**src/hdl/core_defines.svh**
```systemverilog
`ifndef CORE_DEFINES_SVH
`define CORE_DEFINES_SVH

// Datapath and instruction width
`define XLEN 32

// Byte address into either memory
`define ADDR_W 16

// Register file shape
`define REG_COUNT 32
`define REG_AW 5

// First fetch address out of reset
`define PC_START 512

`endif

```
**src/hdl/corePkg.sv**
```systemverilog
`include "core_defines.svh"

package corePkg;

	// Primary opcode, instr[31:26]; anything else behaves as a no-op
	typedef enum logic [5:0] {
		OP_ALU    = 6'b000001, // rd = rs1 op rs2
		OP_ALUI   = 6'b000010, // rd = rs1 op imm
		OP_LOAD   = 6'b000011,
		OP_STORE  = 6'b100011, // Data source sits in the rd field
		OP_BRANCH = 6'b000100, // Taken when ALU bit 0 set
		OP_JUMP   = 6'b000101
	} opcodeT;

	// ALU function codes, instr[3:0]
	typedef enum logic [3:0] {
		ALU_ADD = 4'b0000,
		ALU_SUB = 4'b0001,
		ALU_SLL = 4'b0010,
		ALU_SRL = 4'b0011,
		ALU_SRA = 4'b0100,
		ALU_OR  = 4'b0101,
		ALU_GE  = 4'b0110,
		ALU_XOR = 4'b0111,
		ALU_SLT = 4'b1000,
		ALU_EQ  = 4'b1001,
		ALU_NE  = 4'b1101,
		ALU_AND = 4'b1111
	} aluFuncT;

	// Load/store access size, instr[2:0]
	typedef enum logic [2:0] {
		WORD = 3'b000,
		HALF = 3'b001,
		BYTE = 3'b010
	} memWidthT;

	typedef struct packed {
		logic [`XLEN-1:0] instr;
		logic [`XLEN-1:0] pcPlus4;
	} ifIdT;

	typedef struct packed {
		logic regWrite;
		logic memRead;
		logic memWrite;
		logic memToReg;
		logic aluSrc; // Operand B from imm
		logic branch;
		logic jump;
		logic [`XLEN-1:0] pcPlus4;
		logic [`XLEN-1:0] opA;
		logic [`XLEN-1:0] opB;
		logic [`XLEN-1:0] imm;
		logic [`REG_AW-1:0] rd;
		logic [`REG_AW-1:0] rs1;
		logic [`REG_AW-1:0] rs2; // Second source, whichever field named it
		aluFuncT aluFunc;
		memWidthT width;
	} idExT;

	typedef struct packed {
		logic regWrite;
		logic memRead;
		logic memWrite;
		logic memToReg;
		logic [`XLEN-1:0] aluResult; // Also the data address
		logic [`XLEN-1:0] storeData;
		logic [`REG_AW-1:0] rd;
		memWidthT width;
	} exMemT;

	typedef struct packed {
		logic regWrite;
		logic memToReg;
		logic [`XLEN-1:0] aluResult;
		logic [`XLEN-1:0] loadData;
		logic [`REG_AW-1:0] rd;
	} memWbT;

	typedef struct packed {
		logic valid;
		logic write; // 1 store, 0 load
		logic [`ADDR_W-1:0] addr;
		logic [`XLEN-1:0] wdata;
		logic [3:0] byteEn;
	} dmemReqT;

endpackage

```
**src/hdl/fetchStage.sv**
```systemverilog
`timescale 1ns/1ps
`include "core_defines.svh"

module fetchStage (
	input  logic clk,
	input  logic reset,
	input  logic memStall,
	input  logic stall, // Load-use hold from decode
	input  logic redirect,
	input  logic [`XLEN-1:0] target,
	input  logic [`XLEN-1:0] imemData,
	output logic [`ADDR_W-1:0] imemAddr,
	output logic imemValid,
	output corePkg::ifIdT ifId
);
	import corePkg::*;

	logic [`XLEN-1:0] pc;
	logic [`XLEN-1:0] fetchWord; // Instruction in core byte order

	// Memory returns little-endian bytes, swap back
	assign fetchWord = {imemData[7:0], imemData[15:8], imemData[23:16], imemData[31:24]};
	assign imemAddr = pc[`ADDR_W-1:0];

	always_ff @(posedge clk) begin
		if (reset) begin
			pc <= `XLEN'(`PC_START);
			imemValid <= 1'b0;
			ifId.instr <= '0; // All-zero word decodes as no-op
		end else begin
			imemValid <= 1'b1;
			if (!memStall) begin // Frozen on cache miss
				if (redirect) begin
					pc <= target;
					ifId.instr <= '0; // Kill the wrong-path fetch
				end else if (!stall) begin
					pc <= pc + `XLEN'(4);
					ifId.instr <= fetchWord;
					ifId.pcPlus4 <= pc + `XLEN'(4);
				end
			end
		end
	end

endmodule

```
**src/hdl/decodeStage.sv**
```systemverilog
`timescale 1ns/1ps
`include "core_defines.svh"

module decodeStage (
	input  logic clk,
	input  logic reset,
	input  logic memStall,
	input  logic squash, // Taken branch/jump in execute
	input  corePkg::ifIdT ifId,
	input  logic wbEn,
	input  logic [`REG_AW-1:0] wbRd,
	input  logic [`XLEN-1:0] wbData,
	output logic stall,
	output corePkg::idExT idEx
);
	import corePkg::*;

	logic [`XLEN-1:0] regFile [`REG_COUNT];
	opcodeT opcode;
	logic [`REG_AW-1:0] rdField;
	logic [`REG_AW-1:0] rs1Field;
	logic [`REG_AW-1:0] src2; // rs2, or rd field for store/branch
	logic useRs1;
	logic useRs2;
	logic [`XLEN-1:0] rdata1;
	logic [`XLEN-1:0] rdata2;
	idExT idExNext;

	assign opcode = opcodeT'(ifId.instr[31:26]);
	assign rdField = ifId.instr[25:21];
	assign rs1Field = ifId.instr[20:16];
	assign src2 = (opcode == OP_STORE || opcode == OP_BRANCH) ? rdField : ifId.instr[15:11];

	// Which sources the instruction really reads
	assign useRs1 = opcode inside {OP_ALU, OP_ALUI, OP_LOAD, OP_STORE, OP_BRANCH};
	assign useRs2 = opcode inside {OP_ALU, OP_STORE, OP_BRANCH};

	// Register 0 hardwired, same-cycle writeback bypassed
	assign rdata1 = (rs1Field == '0) ? '0 :
		(wbEn && wbRd == rs1Field) ? wbData : regFile[rs1Field];
	assign rdata2 = (src2 == '0) ? '0 :
		(wbEn && wbRd == src2) ? wbData : regFile[src2];

	// Loaded value not ready until MEM/WB
	assign stall = idEx.memRead &&
		((useRs1 && idEx.rd == rs1Field) || (useRs2 && idEx.rd == src2));

	always_comb begin
		idExNext = '0;
		idExNext.pcPlus4 = ifId.pcPlus4;
		idExNext.opA = rdata1;
		idExNext.opB = rdata2;
		idExNext.imm = {{(`XLEN-12){ifId.instr[15]}}, ifId.instr[15:4]}; // 12-bit signed
		idExNext.rd = rdField;
		idExNext.rs1 = rs1Field;
		idExNext.rs2 = src2;
		idExNext.aluFunc = aluFuncT'(ifId.instr[3:0]);
		idExNext.width = memWidthT'(ifId.instr[2:0]);
		if (!(stall || squash)) begin // Otherwise flags stay zero, a bubble
			case (opcode)
				OP_ALU: idExNext.regWrite = 1'b1;
				OP_ALUI: begin
					idExNext.regWrite = 1'b1;
					idExNext.aluSrc = 1'b1;
				end
				OP_LOAD: begin
					idExNext.regWrite = 1'b1;
					idExNext.memRead = 1'b1;
					idExNext.memToReg = 1'b1;
					idExNext.aluSrc = 1'b1;
					idExNext.aluFunc = ALU_ADD; // Base plus offset
				end
				OP_STORE: begin
					idExNext.memWrite = 1'b1;
					idExNext.aluSrc = 1'b1;
					idExNext.aluFunc = ALU_ADD;
				end
				OP_BRANCH: idExNext.branch = 1'b1; // Compare rs1 with rd field
				OP_JUMP: idExNext.jump = 1'b1;
				default: ; // No-op
			endcase
		end
	end

	// Write keeps going under memStall, MEM/WB is frozen anyway
	always_ff @(posedge clk) begin
		if (wbEn && wbRd != '0)
			regFile[wbRd] <= wbData;
	end

	always_ff @(posedge clk) begin
		if (reset) begin
			idEx.regWrite <= 1'b0;
			idEx.memRead <= 1'b0;
			idEx.memWrite <= 1'b0;
			idEx.memToReg <= 1'b0;
			idEx.aluSrc <= 1'b0;
			idEx.branch <= 1'b0;
			idEx.jump <= 1'b0;
		end else if (!memStall) begin
			idEx <= idExNext;
		end
	end

endmodule

```
**src/hdl/executeStage.sv**
```systemverilog
`timescale 1ns/1ps
`include "core_defines.svh"

module executeStage (
	input  logic clk,
	input  logic reset,
	input  logic memStall,
	input  corePkg::idExT idEx,
	input  logic wbEn,
	input  logic [`REG_AW-1:0] wbRd,
	input  logic [`XLEN-1:0] wbData,
	output logic redirect,
	output logic [`XLEN-1:0] target,
	output corePkg::exMemT exMem
);
	import corePkg::*;

	logic [`XLEN-1:0] fwdA;
	logic [`XLEN-1:0] fwdB; // Also the store data
	logic [`XLEN-1:0] opB;
	logic [`XLEN-1:0] aluResult;

	// EX/MEM is younger than MEM/WB so it wins
	function automatic logic [`XLEN-1:0] pickOperand(input logic [`REG_AW-1:0] src,
			input logic [`XLEN-1:0] regVal);
		if (exMem.regWrite && exMem.rd != '0 && exMem.rd == src)
			return exMem.aluResult;
		else if (wbEn && wbRd != '0 && wbRd == src)
			return wbData;
		return regVal;
	endfunction

	always_comb begin
		fwdA = pickOperand(idEx.rs1, idEx.opA);
		fwdB = pickOperand(idEx.rs2, idEx.opB);
	end

	assign opB = idEx.aluSrc ? idEx.imm : fwdB;

	// Compares are unsigned, result in bit 0
	always_comb begin
		case (idEx.aluFunc)
			ALU_ADD: aluResult = fwdA + opB;
			ALU_SUB: aluResult = fwdA - opB;
			ALU_SLL: aluResult = fwdA << opB[4:0];
			ALU_SRL: aluResult = fwdA >> opB[4:0];
			ALU_SRA: aluResult = $signed(fwdA) >>> opB[4:0];
			ALU_OR:  aluResult = fwdA | opB;
			ALU_GE:  aluResult = `XLEN'(fwdA >= opB);
			ALU_XOR: aluResult = fwdA ^ opB;
			ALU_SLT: aluResult = `XLEN'(fwdA < opB);
			ALU_EQ:  aluResult = `XLEN'(fwdA == opB);
			ALU_NE:  aluResult = `XLEN'(fwdA != opB);
			ALU_AND: aluResult = fwdA & opB;
			default: aluResult = fwdA + opB; // Unused codes add
		endcase
	end

	// Resolved here, two younger instructions get squashed
	assign redirect = idEx.jump || (idEx.branch && aluResult[0]);
	assign target = idEx.pcPlus4 + idEx.imm;

	always_ff @(posedge clk) begin
		if (reset) begin
			exMem.regWrite <= 1'b0;
			exMem.memRead <= 1'b0;
			exMem.memWrite <= 1'b0;
			exMem.memToReg <= 1'b0;
		end else if (!memStall) begin
			exMem.regWrite <= idEx.regWrite;
			exMem.memRead <= idEx.memRead;
			exMem.memWrite <= idEx.memWrite;
			exMem.memToReg <= idEx.memToReg;
			exMem.aluResult <= aluResult;
			exMem.storeData <= fwdB;
			exMem.rd <= idEx.rd;
			exMem.width <= idEx.width;
		end
	end

endmodule

```
**src/hdl/memoryStage.sv**
```systemverilog
`timescale 1ns/1ps
`include "core_defines.svh"

module memoryStage (
	input  logic clk,
	input  logic reset,
	input  logic memStall,
	input  corePkg::exMemT exMem,
	input  logic [`XLEN-1:0] dmemRdata, // Same-cycle read data
	output corePkg::dmemReqT dmemReq,
	output logic wbEn,
	output logic [`REG_AW-1:0] wbRd,
	output logic [`XLEN-1:0] wbData
);
	import corePkg::*;

	logic [`XLEN-1:0] loadData;
	memWbT memWb;

	always_comb begin
		dmemReq.valid = exMem.memRead || exMem.memWrite;
		dmemReq.write = exMem.memWrite;
		dmemReq.addr = exMem.aluResult[`ADDR_W-1:0];
		dmemReq.wdata = exMem.storeData; // Sub-word data sits in the low lanes
		case (exMem.width)
			HALF:    dmemReq.byteEn = 4'b0011;
			BYTE:    dmemReq.byteEn = 4'b0001;
			default: dmemReq.byteEn = 4'b1111;
		endcase
	end

	// Zero-extend sub-word loads
	always_comb begin
		case (exMem.width)
			HALF:    loadData = {{(`XLEN-16){1'b0}}, dmemRdata[15:0]};
			BYTE:    loadData = {{(`XLEN-8){1'b0}}, dmemRdata[7:0]};
			default: loadData = dmemRdata;
		endcase
	end

	always_ff @(posedge clk) begin
		if (reset) begin
			memWb.regWrite <= 1'b0;
		end else if (!memStall) begin
			memWb.regWrite <= exMem.regWrite;
			memWb.memToReg <= exMem.memToReg;
			memWb.aluResult <= exMem.aluResult;
			memWb.loadData <= loadData;
			memWb.rd <= exMem.rd;
		end
	end

	// Writeback select, also the forwarding source
	assign wbEn = memWb.regWrite;
	assign wbRd = memWb.rd;
	assign wbData = memWb.memToReg ? memWb.loadData : memWb.aluResult;

endmodule

```
**src/hdl/pipelineCore.sv**
```systemverilog
`timescale 1ns/1ps
`include "core_defines.svh"

module pipelineCore (
	input  logic clk,
	input  logic reset,
	input  logic memStall, // Freezes everything, like a cache miss
	input  logic [`XLEN-1:0] imemData,
	input  logic [`XLEN-1:0] dmemRdata,
	output logic [`ADDR_W-1:0] imemAddr,
	output logic imemValid,
	output corePkg::dmemReqT dmemReq
);
	import corePkg::*;

	ifIdT ifId;
	idExT idEx;
	exMemT exMem;
	logic stall; // Load-use hold
	logic redirect; // Doubles as squash
	logic [`XLEN-1:0] target;
	logic wbEn;
	logic [`REG_AW-1:0] wbRd;
	logic [`XLEN-1:0] wbData;

	fetchStage u_fetchStage (
		.clk(clk), .reset(reset), .memStall(memStall), .stall(stall),
		.redirect(redirect), .target(target), .imemData(imemData),
		.imemAddr(imemAddr), .imemValid(imemValid), .ifId(ifId)
	);

	decodeStage u_decodeStage (
		.clk(clk), .reset(reset), .memStall(memStall), .squash(redirect),
		.ifId(ifId), .wbEn(wbEn), .wbRd(wbRd), .wbData(wbData),
		.stall(stall), .idEx(idEx)
	);

	executeStage u_executeStage (
		.clk(clk), .reset(reset), .memStall(memStall), .idEx(idEx),
		.wbEn(wbEn), .wbRd(wbRd), .wbData(wbData),
		.redirect(redirect), .target(target), .exMem(exMem)
	);

	memoryStage u_memoryStage (
		.clk(clk), .reset(reset), .memStall(memStall), .exMem(exMem),
		.dmemRdata(dmemRdata), .dmemReq(dmemReq),
		.wbEn(wbEn), .wbRd(wbRd), .wbData(wbData)
	);

endmodule

```
**config.mk**
```make
export PLATFORM = sky130hd
export DESIGN_NAME = pipelineCore
export DESIGN_NICKNAME = d
export VERILOG_FILES = /design/src/hdl/corePkg.sv /design/src/hdl/fetchStage.sv /design/src/hdl/decodeStage.sv /design/src/hdl/executeStage.sv /design/src/hdl/memoryStage.sv /design/src/hdl/pipelineCore.sv
export VERILOG_INCLUDE_DIRS = /design/src /design/src/hdl
export SDC_FILE = /design/constraint.sdc
export NUM_CORES = 2
export LEC_CHECK = 0
export BUFFER_PORTS_ARGS = -buffer_cell sky130_fd_sc_hd__clkbuf_2
export CAP_MARGIN = 25
export CORE_UTILIZATION = 35
export DETAILED_ROUTE_END_ITERATION = 16
export PLACE_DENSITY = 0.55
export SYNTH_ARGS = -nofsm -noshare
export SYNTH_HDL_FRONTEND = slang
export SYNTH_SLANG_ARGS = --single-unit
```
**constraint.sdc**
```tcl
create_clock -name clk -period 16.7 [get_ports clk]
set_input_delay 3.34 -clock clk [delete_from_list [all_inputs] [get_ports clk]]
set_output_delay 3.34 -clock clk [all_outputs]
set_load 0.02 [all_outputs]
```
======== Word-level counts from Yosys, hierarchy flattened ========
Memories as Yosys holds them, arrays and structs flattened. A register that Yosys moved wholly into a read port is not among the register bits.
Index checks and enable logic that the tools add are counted.
operators by class
  add/sub/neg operators ................... 4
  $lt $le $gt $ge ......................... 2
  equal/unequal tests ..................... 28
  shift-type cells ........................ 3
  muxes and demuxes ....................... 32
  bitwise logic cells ..................... 7
  reductions and logical operators ........ 27
operators with widths
  operator               count
  $mux 32                11
  $pmux 32 s11           1
  $add 32x32->32         2
  $mux 64                1
  $pmux 32 s2            1
  $add 32x3->32 const B  1
  $and 32x32->32         1
  $eq 32x32->1           1
  $ge 32x32->1           1
  $lt 32x32->1           1
  $ne 32x32->1           1
  $or 32x32->32          1
  $shl 32x5->32          1
  $shr 32x5->32          1
  $sshr 32x5->32         1
  $sub 32x32->32         1
  $xor 32x32->32         1
  $eq 5x5->1             6
  $eq 4x3->1 const B     4
  $eq 4x4->1 const B     4
  $reduce_bool 5->1      3
  $mux 1                 13
  $eq 6x2->1 const B     2
  $eq 6x3->1 const B     2
  20 further kinds       41
word-level totals
  flip-flop bits (word level) ............. 317
  RAM bits ................................ 1024
  input bits .............................. 67
  output and inout port bits .............. 71
  logic and storage cells ................. 135
  memories kept ........................... 1
memories
  memory                 depth  bits a word  read ports  clocked after memory_dff  write ports  RTL line           text
  u_decodeStage.regFile  32     32           2           2                         1            decodeStage.sv:18  logic [`XLEN-1:0] regFile [`REG_COUNT];

======== Depth between registers and ports, before layout ========
  word-level depth ........................ 13
  depth in mapped cells ................... 28
  depth with buffers taken out ............ 23

======== Hierarchy ========
From an unflattened synthesis, not the netlist that was laid out.
second synthesis, totals
  cells, all modules ...................... 6160
  area, all modules ....................... 76896.2 sq um
by module, submodules not included
  module        instances  cells each  area each (sq um)
  decodeStage   1          3529        54588.6
  executeStage  1          2046        15016.9
  fetchStage    1          386         4111.4
  memoryStage   1          199         3179.3

======== Worst setup path before layout ========
Ideal clock, no wire load.
  kind .................................... input-to-reg
  start point ............................. in memStall
  end point ............................... reg u_fetchStage.pc[9]
  library setup time ...................... 0.130 ns
  arrival time ............................ 15.325 ns
  path slack .............................. 1.245 ns
  cell stages on the path ................. 4
  path buffers ............................ 1
  path through ............................ clkbuf_1 > nor2_1 > a31o_2 > a21oi_1
between the ends
  cells in the longest elaborated chain, start to end .. 2
ends and longest elaborated chain
  element                            RTL line           text
  from (decl)                        pipelineCore.sv:7  input logic memStall,
  $not 1->1 (no source line)         n/a
  $reduce_and 2->1 (no source line)  n/a
  to (signal assigned)               fetchStage.sv:27   pc <= `XLEN'(`PC_START);
  to (signal assigned)               fetchStage.sv:34   pc <= target;
  to (signal assigned)               fetchStage.sv:37   pc <= pc + `XLEN'(4);
  to (decl)                          fetchStage.sv:18   logic [`XLEN-1:0] pc;
No other way between the ends.
A chain may end at the register's enable or synchronous reset.

======== Worst setup path in the final report ========
  start point ............................. reg u_memoryStage.memWb, in the netlist u_memoryStage.wbRd[3]
  end point ............................... reg, netlist name u_decodeStage.idEx[153]
between the ends
  cells in the longest elaborated chain, start to end .. 13
ends and longest elaborated chain
  element                               RTL line            text
  from (decl)                           memoryStage.sv:18   memWbT memWb;
  $reduce_bool 5->1                     executeStage.sv:28  else if (wbEn && wbRd != '0 && wbRd == src)
  $logic_and 1x1->1                     executeStage.sv:28
  $logic_and 1x1->1 *                   executeStage.sv:28
  $mux 1 *                              executeStage.sv:28
  $mux 1 *                              executeStage.sv:26  if (exMem.regWrite && exMem.rd != '0 && exMem.rd == src)
  $mux 32 *                             executeStage.sv:30  return regVal;
  via u_executeStage.fwdB[16]           executeStage.sv:19  logic [`XLEN-1:0] fwdB;
  $mux 32 *                             executeStage.sv:38  assign opB = idEx.aluSrc ? idEx.imm : fwdB;
  $lt 32x32->1 (tied with other cells)  executeStage.sv:51  ALU_SLT: aluResult = `XLEN'(fwdA < opB);
  $pmux 32 s11 *                        executeStage.sv:42  case (idEx.aluFunc)
  $logic_and 1x1->1 *                   executeStage.sv:60  assign redirect = idEx.jump || (idEx.branch && aluResult[0]);
  $logic_or 1x1->1 *                    executeStage.sv:60
  $logic_or 1x1->1 *                    decodeStage.sv:59   if (!(stall || squash)) begin
  $mux 7 *                              decodeStage.sv:59
Mark *: on every way through the listed nets, which the timed path passes. The rest lies on a longest branch.

==> results.tsv <==
metric	value	unit
PwrDens	105	nW/um2
GRT Util Overall	0.248	
Power Internal	6.10	mW
clock power share	0.389	
Arr. time, crit path	8240	ps
status	complete, no violations	
Reg clk slew, reported paths	60	ps
max cap viols	0	
CTS H-Tree Depth	4	
crit-path max cell delay	660	ps
post-CTS setup buffers	0	
CTS buffer count	149	
Die Width	456	um
first-pass GRT wire length	378	mm
Nets	6351	
CP Launch Type	register	
Root Driver	clkbuf_16	
Period minus WS final	7520	ps
Post-Synth XOR/XNOR Area	0.0104	
multiplexer area fraction after synthesis	0.132	
CP Buf/Inv Count	3	
Vias/cell	6.00	
Die Y	456	um
largest net degree at the start of global routing	144	
worst path cell trace	or3_1 -> o31ai_2 -> nor3_2 -> buf_4 -> mux2i_1 -> o21ai_0 -> o21ai_0 -> ha_1 -> nor2b_1 -> o21ai_0 -> a21oi_1 -> o211ai_1 -> a21oi_1 -> o311ai_1 -> nand3_1 -> o211a_1 -> nor2_1 -> nand2_2 -> a21oi_2 -> nand2_1 -> inv_2 -> buf_12 -> nand2_1 -> o31ai_1	
measured slew at the worst slew-check pin	1150	ps
maximum root-to-sink buffer count	3	
Slew HR	0.230	
wire per inst	29.5	um
PostCTS Resize Cnt	0	
critical path required time	17420	ps
dominant cells by area after synthesis	edfxtp_1, mux4_2, nand2_1	
Syn. warnings	0	
die area	208000	um2
placer's final routability congestion estimate	0.957	
HPWL Detailed	160	mm
critical path fanouts, max	40	
number of flops mapped to enable cells by yosys	1296	
post-synthesis cell type count	93	
top-count cell post-synth	edfxtp_1	
Worst Setup End Kind	register	
CTS tree	done	
average size of a mapped cell	11.6	um2
Final Slew Violations	0	
Starting DRT DRC Count	6521	
grt total ovfl	0	
clock skew	31.1	ps
Max rail drop VDD	0.121	mV
crit path max-delay cell type	o311ai_1	
Sw Ratio	0.279	
share of the synthesized area in the top cell type	0.540	
Static Leakage	27.5	nW
Synth Cell Area	72100	um2
Area Growth Syn to Fin	11.6	%
FMAX	133	MHz
vias in the first global route	52300	
synthesized instance count	6239	
final setup fails	0	
#FFs+latches synth	1355	
IO Port Bufs	136	
largest family of logic cells by synthesized area	simple AND/OR/NAND/NOR gates	
Initial Util	0.352	
Logic pwr share	0.154	
RSZ-0062 raised after global routing	false	
Post-Synth Simple-Gate Area	0.141	
CORE AREA	205000	um2
DP Cell Count	8695	
Final Cell Area	80400	um2
most frequent CP cell	o21ai_0	
num rows	166	
Final Hold Vio Count	0	
final worst slack	9180	ps
initial antenna violation count	5	
Post-synth top flop	edfxtp_1	
pre-CTS setup slack	8900	ps
adder-cell area share of the yosys netlist	0.0204	
Detailed Routing Iterations Pass 1	6	
cell taking the most area after synthesis	edfxtp_1	
Switch Pwr	2.36	mW
Post-route DRC	0	
commonest cells in the synthesized netlist	edfxtp_1, nand2_1, nand3_1	
sequential power share	0.457	
asr flop ratio synth	0	
Clock Latency Late Sink	820	ps
Post-CTS Hold Fix Bufs	0	
Core Util, Final	0.393	
setup_tns	0	ps
I/O pins	138	
Non-Filler Instances	8973	
crit share post-route	0.450	
Compound-Gate Fraction of Synth Area	0.102	
WS Path Type	register to register	
fraction of layout instances using a drive strength above 1	0.152	
Routed Antenna Nets	0	
vias post-DR	53800	
HP Class	register to register	
Area after DPL	75500	um2
delay-heaviest family, CP	compound AO/OA/AOI/OAI gates	
Post-Route WL	264	mm
clock sinks	1355	
post-synthesis sequential area ratio	0.556	
-- final timing paths --
kind | cells after the start | slack (ps) | endpoint | startpoint
worst max-delay path | 24 | 9180 | u_decodeStage.idEx[153]$_SDFFE_PP0N_ | u_memoryStage.wbRd[3]$_DFFE_PP_
worst min-delay path | 0 | 420 | u_decodeStage.idEx[120]$_DFFE_PP_ | u_fetchStage.ifId[2]$_DFFE_PP_
worst max register to register | 24 | 9180 | u_decodeStage.idEx[153]$_SDFFE_PP0N_ | u_memoryStage.wbRd[3]$_DFFE_PP_
worst min register to register | 0 | 420 | u_decodeStage.idEx[120]$_DFFE_PP_ | u_fetchStage.ifId[2]$_DFFE_PP_
-- layout make-up --
class | count | area, um2
inverter | 127 | 493
tap | 2688 | 3360
fill | 19300 | 124000
clock inverter | 80 | 753
multi-input combinational | 4258 | 29800
sequential | 1355 | 40100
clock buffer | 187 | 4010
antenna | 1 | 2.50
timing repair buffer | 277 | 1920
-- cell families after synthesis --
logic type / after synthesis
mux: 636
flops: 1355
xor+xnor: 86
compound gates: 1058
other cells: 2
fa+ha+maj: 116
simple gates: 2329
buf+inv: 657
-- worst reg2reg max path: cells and delay by family (launching register included) --
| kind | cells | cell delay, ps |
|---|---|---|
| buffers and inverters | 3 | 860 |
| adder cells (fa/ha/maj) | 1 | 290 |
| flip-flops | 1 | 580 |
| AO/OA/AOI/OAI | 11 | 3880 |
| multiplexers | 1 | 230 |
| AND/OR/NAND/NOR | 8 | 1620 |
-- stage by stage --
step                      hold slack, ps  power [mW]
final                                419        8.46
after global routing                 423        8.72
after CTS                            419        8.49
after detailed placement             406        5.21
after global placement               400        5.21
after floorplan                      400        4.76
-- per-layer routing --
| layer | global-route usage | vias up | routed length, um |
|---|---|---|---|
| li1 | - | 23300 | - |
| met1 | 0.326 | 27300 | 105000 |
| met2 | 0.405 | 2679 | 126000 |
| met3 | 0.0411 | 513 | 21900 |
| met4 | 0.104 | 2 | 11100 |
| met5 | 0 | - | 13 |
-- state kept, by name (all words and copies together), names as in the netlist --
name / flops
u_decodeStage.idEx: 120
u_decodeStage.regFile: 1024
u_executeStage.exMem: 75
u_fetchStage.ifId: 48
u_fetchStage.imemValid: 1
u_fetchStage.pc: 16
u_memoryStage.memWb: 65
u_memoryStage.wbEn: 1
u_memoryStage.wbRd: 5
-- layout by cell type, fill, tap and decap left out, drive strengths merged, types with 35 or more instances in the layout --
cell       n
nor3      40
nor2     282
edfxtp  1296
mux2     134
o21ai    179
mux4     238
nand2   1222
ha       113
a221oi    35
buf      137
clkinv    59
a31oi     54
mux2i    264
dfxtp     59
nor2b     44
nand3    553
a211oi    64
o211ai    41
clkbuf   327
inv      133
a21oi    225
o22ai     56
and3      78
a311oi   163
xnor2     55
-- power groups by stage --
stage | Sequential, mW | Clock [mW] | Combinational (mW)
final | 3.86 | 3.29 | 1.31
after global placement | 3.94 | 0 | 1.27
after CTS | 3.86 | 3.34 | 1.28
after detailed placement | 3.94 | 0 | 1.27
after floorplan | 3.90 | 0 | 0.856
after global routing | 3.87 | 3.46 | 1.39
No activity file was read; power rests on OpenSTA's default activity.
